<file path="src/verilog/lsu_pkg.sv">
`default_nettype none

package lsu_pkg;

	// ==========================================================================
	// widths
	// ==========================================================================

	localparam int ADDR_W = 32;
	localparam int DATA_W = 32;
	localparam int OP_W = 6;

	// 64 byte cache line
	localparam int LINE_BITS = 6;

	typedef logic [ADDR_W-1:0] addr_t;
	typedef logic [DATA_W-1:0] data_t;

	// ==========================================================================
	// opcodes and access size
	// ==========================================================================

	typedef enum logic [OP_W-1:0] {
		// displacement form
		LDB    = 6'h01,
		LDBU   = 6'h02,
		LDH    = 6'h03,
		LDHU   = 6'h04,
		LDW    = 6'h05,
		STB    = 6'h09,
		STH    = 6'h0a,
		STW    = 6'h0b,
		// indexed form, size carried in the instruction
		LDX    = 6'h10,
		STX    = 6'h11,
		// atomic swap, read then write of one word
		AMOSWP = 6'h20
	} op_t;

	typedef enum logic [1:0] {
		SZ_BYTE = 2'd0,
		SZ_HALF = 2'd1,
		SZ_WORD = 2'd2
	} size_t;

	// bus master state encoding
	localparam logic [2:0] ST_IDLE   = 3'd0;
	localparam logic [2:0] ST_READ   = 3'd1;
	localparam logic [2:0] ST_GAP    = 3'd2;
	localparam logic [2:0] ST_WRITE  = 3'd3;
	localparam logic [2:0] ST_FINISH = 3'd4;

	// ==========================================================================
	// instruction word, two decodes of the same 32 bits
	// ==========================================================================

	// opcode sits in the top six bits in both views
	typedef struct packed {
		op_t                opcode;
		logic [9:0]         rsvd;
		logic signed [15:0] disp;
	} insn_disp_t;

	typedef struct packed {
		op_t               opcode;
		logic [11:0]       rsvd;
		size_t             size;
		logic [1:0]        sc;
		logic signed [9:0] disp;
	} insn_idx_t;

	typedef union packed {
		insn_disp_t disp;
		insn_idx_t  idx;
	} lsu_insn_u;

endpackage

`default_nettype wire

</file>
<file path="src/verilog/agen_if.sv">
`timescale 1ns/10ps
`default_nettype none

// one generated access, held until the bus master reports it finished
interface agen_if;
	import lsu_pkg::*;

	// aligned byte address
	addr_t addr;
	op_t   op;
	size_t size;
	// store data, right justified
	data_t data;
	// sticky, stays up until done
	logic  valid;
	// single cycle pulse from the master
	logic  done;

	modport agen (
		output addr,
		output op,
		output size,
		output data,
		output valid,
		input  done
	);

	modport master (
		input  addr,
		input  op,
		input  size,
		input  data,
		input  valid,
		output done
	);

endinterface

`default_nettype wire

</file>
<file path="src/verilog/lsu_agen.sv">
`timescale 1ns/10ps
`default_nettype none

module lsu_agen (
	input  wire                    clk,
	input  wire                    rst,
	input  wire                    issue_valid,
	input  wire lsu_pkg::lsu_insn_u issue_insn,
	input  wire lsu_pkg::addr_t    issue_a,
	input  wire lsu_pkg::addr_t    issue_b,
	input  wire lsu_pkg::data_t    issue_data,
	// jump to the start of the following line
	input  wire                    next_line,
	output logic                   issue_ready,
	agen_if.agen                   acc
);
	import lsu_pkg::*;

	addr_t disp16_ext;
	addr_t disp10_ext;
	addr_t idx_scaled;
	addr_t addr_raw;
	addr_t addr_aln;
	size_t size_dec;
	logic  pending;
	logic  accept;

	// ==========================================================================
	// issue handshake
	// ==========================================================================

	// one access at a time, free only when both stages are empty
	assign issue_ready = !pending && !acc.valid;
	assign accept = issue_valid && issue_ready;

	// ==========================================================================
	// address calculation
	// ==========================================================================

	assign disp16_ext = {{(ADDR_W-16){issue_insn.disp.disp[15]}}, issue_insn.disp.disp};
	assign disp10_ext = {{(ADDR_W-10){issue_insn.idx.disp[9]}}, issue_insn.idx.disp};

	// index scaled by 1, 2, 4 or 8
	assign idx_scaled = issue_b << issue_insn.idx.sc;

	always_comb begin
		case (issue_insn.disp.opcode)
		LDB, LDBU, STB: begin
			addr_raw = issue_a + disp16_ext;
			size_dec = SZ_BYTE;
		end
		LDH, LDHU, STH: begin
			addr_raw = issue_a + disp16_ext;
			size_dec = SZ_HALF;
		end
		LDW, STW: begin
			addr_raw = issue_a + disp16_ext;
			size_dec = SZ_WORD;
		end
		LDX, STX: begin
			// size field only exists in the indexed view
			addr_raw = issue_a + idx_scaled + disp10_ext;
			size_dec = issue_insn.idx.size;
		end
		AMOSWP: begin
			addr_raw = issue_a + issue_b;
			size_dec = SZ_WORD;
		end
		default: begin
			addr_raw = '0;
			size_dec = SZ_WORD;
		end
		endcase
	end

	// drop the low bits below the access size
	always_comb begin
		case (size_dec)
		SZ_HALF: addr_aln = {addr_raw[ADDR_W-1:1], 1'b0};
		SZ_WORD: addr_aln = {addr_raw[ADDR_W-1:2], 2'b00};
		default: addr_aln = addr_raw;
		endcase
	end

	// capture on acceptance, payload holds while the access runs
	always_ff @(posedge clk) begin
		if (accept) begin
			if (next_line)
				acc.addr <= {addr_raw[ADDR_W-1:LINE_BITS] + 1'b1, {LINE_BITS{1'b0}}};
			else
				acc.addr <= addr_aln;
			acc.op <= issue_insn.disp.opcode;
			acc.size <= size_dec;
			acc.data <= issue_data;
		end
	end

	// ==========================================================================
	// two stage sticky valid
	// ==========================================================================

	// pending follows acceptance, valid follows pending one cycle later
	always_ff @(posedge clk) begin
		if (rst) begin
			pending <= 1'b0;
			acc.valid <= 1'b0;
		end else begin
			if (accept)
				pending <= 1'b1;
			acc.valid <= pending;
			// completion from the master empties both stages
			if (acc.done) begin
				pending <= 1'b0;
				acc.valid <= 1'b0;
			end
		end
	end

endmodule

`default_nettype wire

</file>
<file path="src/verilog/lsu_wb_master.sv">
`timescale 1ns/10ps
`default_nettype none

module lsu_wb_master (
	input  wire                 clk,
	input  wire                 rst,
	agen_if.master              acc,
	// wishbone classic
	output logic                wb_cyc,
	output logic                wb_stb,
	output logic                wb_we,
	output logic [3:0]          wb_sel,
	output lsu_pkg::addr_t      wb_adr,
	output lsu_pkg::data_t      wb_dat_o,
	input  wire lsu_pkg::data_t wb_dat_i,
	input  wire                 wb_ack,
	// result
	output logic                done,
	output lsu_pkg::data_t      load_data
);
	import lsu_pkg::*;

	logic [2:0] state;
	logic       is_store;
	logic       is_swap;
	logic       sign_ext;
	logic [4:0] lane_shift;
	data_t      lane_data;
	data_t      ext_data;

	// ==========================================================================
	// decode of the held access
	// ==========================================================================

	assign is_swap = (acc.op == AMOSWP);
	assign is_store = acc.op inside {STB, STH, STW, STX};
	// indexed loads come back zero extended
	assign sign_ext = acc.op inside {LDB, LDH};

	// ==========================================================================
	// bus signals
	// ==========================================================================

	// cyc and stb together for the whole read or write phase
	assign wb_cyc = (state == ST_READ) || (state == ST_WRITE);
	assign wb_stb = wb_cyc;
	assign wb_we = (state == ST_WRITE);
	// address is already size aligned and held by the agen
	assign wb_adr = acc.addr;

	// byte lanes, little endian
	always_comb begin
		case (acc.size)
		SZ_BYTE: wb_sel = 4'b0001 << acc.addr[1:0];
		SZ_HALF: wb_sel = 4'b0011 << {acc.addr[1], 1'b0};
		default: wb_sel = 4'b1111;
		endcase
	end

	// store data copied into every lane, sel picks the live one
	always_comb begin
		case (acc.size)
		SZ_BYTE: wb_dat_o = {4{acc.data[7:0]}};
		SZ_HALF: wb_dat_o = {2{acc.data[15:0]}};
		default: wb_dat_o = acc.data;
		endcase
	end

	// ==========================================================================
	// load alignment and extension
	// ==========================================================================

	assign lane_shift = {acc.addr[1:0], 3'b000};
	assign lane_data = wb_dat_i >> lane_shift;

	always_comb begin
		case (acc.size)
		SZ_BYTE:
			if (sign_ext)
				ext_data = {{24{lane_data[7]}}, lane_data[7:0]};
			else
				ext_data = {24'd0, lane_data[7:0]};
		SZ_HALF:
			if (sign_ext)
				ext_data = {{16{lane_data[15]}}, lane_data[15:0]};
			else
				ext_data = {16'd0, lane_data[15:0]};
		default:
			ext_data = lane_data;
		endcase
	end

	// ==========================================================================
	// cycle sequencing
	// ==========================================================================

	// swap is read, one idle cycle, then write to the same address
	always_ff @(posedge clk) begin
		if (rst) begin
			state <= ST_IDLE;
		end else begin
			case (state)
			ST_IDLE:
				if (acc.valid)
					state <= is_store ? ST_WRITE : ST_READ;
			ST_READ:
				if (wb_ack)
					state <= is_swap ? ST_GAP : ST_FINISH;
			ST_GAP:
				state <= ST_WRITE;
			ST_WRITE:
				if (wb_ack)
					state <= ST_FINISH;
			// finish lasts one cycle, agen drops valid at the same edge
			default:
				state <= ST_IDLE;
			endcase
		end
	end

	// read ack gives the load result, for a swap the old word
	always_ff @(posedge clk) begin
		if (state == ST_READ && wb_ack)
			load_data <= ext_data;
		else if (state == ST_WRITE && wb_ack && !is_swap)
			load_data <= '0;
	end

	// one cycle after the last ack
	assign done = (state == ST_FINISH);
	assign acc.done = done;

endmodule

`default_nettype wire

</file>
<file path="src/verilog/lsu_top.sv">
`timescale 1ns/10ps
`default_nettype none

module lsu_top (
	input  wire                     clk,
	input  wire                     rst,
	// ==========================================================================
	// issue
	// ==========================================================================
	input  wire                     issue_valid,
	input  wire lsu_pkg::lsu_insn_u issue_insn,
	input  wire lsu_pkg::addr_t     issue_a,
	input  wire lsu_pkg::addr_t     issue_b,
	input  wire lsu_pkg::data_t     issue_data,
	input  wire                     next_line,
	output logic                    issue_ready,
	// ==========================================================================
	// result
	// ==========================================================================
	output logic                    done,
	output lsu_pkg::data_t          load_data,
	// ==========================================================================
	// wishbone classic
	// ==========================================================================
	output logic                    wb_cyc,
	output logic                    wb_stb,
	output logic                    wb_we,
	output logic [3:0]              wb_sel,
	output lsu_pkg::addr_t          wb_adr,
	output lsu_pkg::data_t          wb_dat_o,
	input  wire lsu_pkg::data_t     wb_dat_i,
	input  wire                     wb_ack
);

	// generated access between agen and master
	agen_if u_acc ();

	// address generation and the sticky valid
	lsu_agen u_agen (
		.clk         (clk),
		.rst         (rst),
		.issue_valid (issue_valid),
		.issue_insn  (issue_insn),
		.issue_a     (issue_a),
		.issue_b     (issue_b),
		.issue_data  (issue_data),
		.next_line   (next_line),
		.issue_ready (issue_ready),
		.acc         (u_acc.agen)
	);

	// bus cycles, lane steering and completion
	lsu_wb_master u_master (
		.clk       (clk),
		.rst       (rst),
		.acc       (u_acc.master),
		.wb_cyc    (wb_cyc),
		.wb_stb    (wb_stb),
		.wb_we     (wb_we),
		.wb_sel    (wb_sel),
		.wb_adr    (wb_adr),
		.wb_dat_o  (wb_dat_o),
		.wb_dat_i  (wb_dat_i),
		.wb_ack    (wb_ack),
		.done      (done),
		.load_data (load_data)
	);

endmodule

`default_nettype wire

</file>
<file path="config.mk">
export PLATFORM = sky130hd
export DESIGN_NAME = lsu_top
export DESIGN_NICKNAME = d
export VERILOG_FILES = /design/src/verilog/lsu_pkg.sv /design/src/verilog/agen_if.sv /design/src/verilog/lsu_agen.sv /design/src/verilog/lsu_wb_master.sv /design/src/verilog/lsu_top.sv
export SDC_FILE = /design/constraint.sdc
export NUM_CORES = 1
export LEC_CHECK = 0
export BUFFER_PORTS_ARGS = -buffer_cell sky130_fd_sc_hd__buf_2
export CAP_MARGIN = 20
export CORE_MARGIN = 2
export CORE_UTILIZATION = 60
export CTS_CLUSTER_SIZE = 28
export DETAILED_ROUTE_END_ITERATION = 12
export PLACE_DENSITY_LB_ADDON = 0.25
export SYNTH_ARGS = -nofsm -noshare
export SYNTH_HDL_FRONTEND = slang
export SYNTH_SLANG_ARGS = --single-unit
</file>
<file path="constraint.sdc">
create_clock -name clk -period 10.4 [get_ports clk]
set_input_delay 2.08 -clock clk [delete_from_list [all_inputs] [get_ports clk]]
set_output_delay 2.08 -clock clk [all_outputs]
set_load 0.05 [all_outputs]
</file>
==> impl_metrics.csv <==
group,metric,value,unit
status,outcome,"finished, final reports clean",
logic_synthesis,synth_top_area_share,28.9,%
routing,drt-pass1-iter-count,4,
clock_network,clkTransAtPathRegs,70,ps
logic_synthesis,synthesis.nets,1377,
logic_synthesis,syn_avg_cell_area,9.74,um^2
worst_setup_path,endpoint_kind,"register",
global_routing,grt.overflow.total,0,
logic_synthesis,synth_edf_count,104,
clock_network,cts_hold_buf,0,
flow_run,maxCapViolations,0,
logic_synthesis,yosysUniqueCellTypes,88,
clock_network,insertion_delay,340,ps
final_layout,drive_above_1_share,28.7,%
pwr,ir_drop,0.145,mV
timing,setup_tns,0,ps
logic_synthesis,synth_area_leaders,"edfxtp_1, ha_1, fa_1",
timing,rsz0062_at_grt,"false",
clock_network,postCtsSetupRepairBufs,0,
logic_synthesis,async_reset_ff_share,0,%
clock_network,cts_buffers,9,
worst_setup_path,reg2reg_slack,7000,ps
final_layout,fin_area,12500,um^2
clock_network,ctsResizeCount,0,
global_routing,grt_pass1_wl,46.3,mm
floorplan,start_util,60.7,%
logic_synthesis,netlist_area,10800,um^2
final_layout,nNetsFinal,1585,
clock_network,cts_max_path_buffers,2,
floorplan,dieArea,19100,um^2
logic_synthesis,yosys_warnings,0,
final_layout,fin_util,70.2,%
logic_synthesis,synth_flop_cell,"edfxtp_1",
logic_synthesis,yosys.area.top_type,"edfxtp_1",
routing,final_antenna_net_count,0,
timing,skew,8.39,ps
worst_setup_path,crit_end,"u_agen.acc.addr[31]$_DFFE_PP_",
timing,fin_crit,6780,ps
logic_synthesis,synth-seq-cells,109,
placement,dp_slack,3310,ps
placement,dpl_cell_area,12200,um^2
worst_setup_path,path_max_fanout,36,
clock_network,htreeDepth,3,
pwr,power.density,131,nW/um^2
worst_setup_path,cp.arrival,6860,ps
clock_network,cts_tree,"built",
routing,routed_via_density,6.19,
worst_setup_path,r2r-end,"u_master.load_data[16]$_SDFFCE_PN0P_",
logic_synthesis,syn_inst,1111,
routing,via_count,9613,
logic_synthesis,synth_sequential_area_ratio,29.8,%
worst_setup_path,path_class,"input pin to register",
global_routing,antenna_found_initial,1,
routing,wl_per_cell,18.9,um
clock_network,clock-sinks,109,
clock_network,cts_root_buf,"clkbuf_16",
timing,tightestPinTransition,1110,ps
worst_hold_path,hp-class,"register to register",
global_routing,grt_use_total,29.7,%
worst_setup_path,cp-start-kind,"input pin",
routing,wl,29.3,mm
floorplan,row_count,49,
timing,fmax,148,MHz
timing,finalCritPeriodShare,65.2,%
final_layout,syn_to_final_growth,15.7,%
placement,io_buffer_count,259,
timing,finalHoldViolations,0,
floorplan,die_y,138,um
timing,layout_setup_ws,3620,ps
routing,drt-initial-drc-count,676,
worst_setup_path,worstPathRequired,10480,ps
placement,hpwl,23.3,mm
final_layout,fillers,1449,
floorplan,core_area,17800,um^2
timing,maxSlewHeadroom,26.2,%
floorplan,die_width,138,um
worst_setup_path,worstSetupStartpoint,"issue_insn[10]",
placement,gp_congestion,0.897,
global_routing,grt_max_degree,74,
pwr,power.leakage,5.27,nW
floorplan,io_pins,270,
timing,drv_slew,0,
global_routing,grt_pass1_vias,8880,
timing,hold_ws,494,ps
worst_setup_path,rr_startpoint,"u_agen.acc.addr[1]$_SDFFCE_PP0P_",
worst_setup_path,reg2regPathDepth,7,
routing,drc,0,
timing,setup_viol,0,
[how the worst min path moves through the flow]
stage                                            from                          end  slack (ps)  cells past startpoint
after CTS                 u_agen.pending$_SDFFE_PP0P_  u_agen.acc.valid$_SDFF_PP0_         490                      1
final                     u_agen.pending$_SDFFE_PP0P_  u_agen.acc.valid$_SDFF_PP0_         490                      1
after global routing      u_agen.pending$_SDFFE_PP0P_  u_agen.acc.valid$_SDFF_PP0_         530                      1
after detailed placement  u_agen.pending$_SDFFE_PP0P_  u_agen.acc.valid$_SDFF_PP0_         470                      1
after global placement    u_agen.pending$_SDFFE_PP0P_  u_agen.pending$_SDFFE_PP0P_         470                      1
after floorplan           u_agen.pending$_SDFFE_PP0P_  u_agen.acc.valid$_SDFF_PP0_         450                      1
[cells in the final DEF, fill, tap and decap left out, types with 32 or more instances in the layout]
cell type / instances
a21o_1: 47
nor2_1: 69
edfxtp_1: 104
fa_1: 33
nand2_1: 125
xnor2_1: 45
mux2_2: 32
a21oi_1: 87
ha_1: 68
buf_2: 259
o21ai_0: 53
[state kept, by name, summed over array words and instances, names as in the netlist]
register            cells
u_master.state          3
u_agen.acc.op           6
u_agen.acc.addr        32
u_agen.acc.valid        1
u_master.load_data     32
u_agen.acc.data        32
u_agen.pending          1
u_agen.acc.size         2
[per-stage QoR]
step           instances  total power [mW]
6_report            1554              1.64
5_1_grt             1554              1.74
4_1_cts             1551              1.63
3_5_place_dp        1535              1.31
3_3_place_gp        1535              1.30
2_1_floorplan       1111              1.12
[area by class of cell]
type,count,area (um^2),share of cell area [%]
clock inverter,4,31.3,0.250
sequential,109,3220,25.7
inverter,18,67.6,0.540
tap,229,287,2.29
timing repair buffer,266,1390,11.1
clock buffer,12,256,2.05
multi-input combinational,915,7260,58.0
antenna,1,2.50,0.0200
[synthesized netlist by cell type (7+ instances only)]
cell type / n
xnor2_1: 45
ha_1: 68
o21a_1: 16
clkbuf_1: 46
xor2_1: 25
inv_1: 17
nor3_1: 14
a22oi_1: 9
nand3_1: 18
nor2b_1: 13
fa_1: 33
nand2b_1: 15
nor2_1: 69
o211ai_1: 10
mux2_2: 32
o22ai_1: 10
a21oi_1: 87
buf_2: 7
nand4_1: 20
a21o_1: 47
a31oi_1: 11
nand2_1: 125
a211oi_1: 18
mux2i_1: 27
mux4_2: 27
edfxtp_1: 104
o21ai_0: 53
or3_1: 9
buf_4: 9
[kinds of logic (layout without fill, tap and decap cells)]
logic type | Yosys count | after routing | synth area share (%)
AOI/OAI and AO/OA | 322 | 322 | 20.0
muxes | 86 | 86 | 11.4
DFF | 109 | 109 | 29.8
other | 0 | 1 | 0
and+or+nand+nor | 336 | 336 | 15.7
buffers and inverters | 87 | 300 | 3.42
xor gates and xnor gates | 70 | 70 | 5.67
adders and majority gates | 101 | 101 | 14.0
[critical path, stage by stage]
cell	delay, ps
buf_2	70
buf_4	450
mux4_2	590
fa_1	470
ha_1	390
and2_4	180
a221oi_2	450
a21oi_1	190
a21oi_1	350
xor2_1	110
o22ai_1	310
o2111ai_1	240
or2_4	340
nor3b_4	300
nor3b_2	230
xor2_1	80
[layer usage]
layer  vias to the layer above  wire (um)  track usage (%)
li1                       4583          -                -
met1                      4571      12900             43.3
met2                       426      13800             48.4
met3                        33       2170             3.15
met4                         0        486             7.04
met5                         -          0                0
[power by group]
part	total [mW]	internal (mW)	switching (mW)
sequential	0.527	0.513	0.0132
clock	0.324	0.177	0.147
combinational	0.792	0.295	0.496
total	1.64	0.986	0.657
No activity file was read; power rests on OpenSTA's default activity.
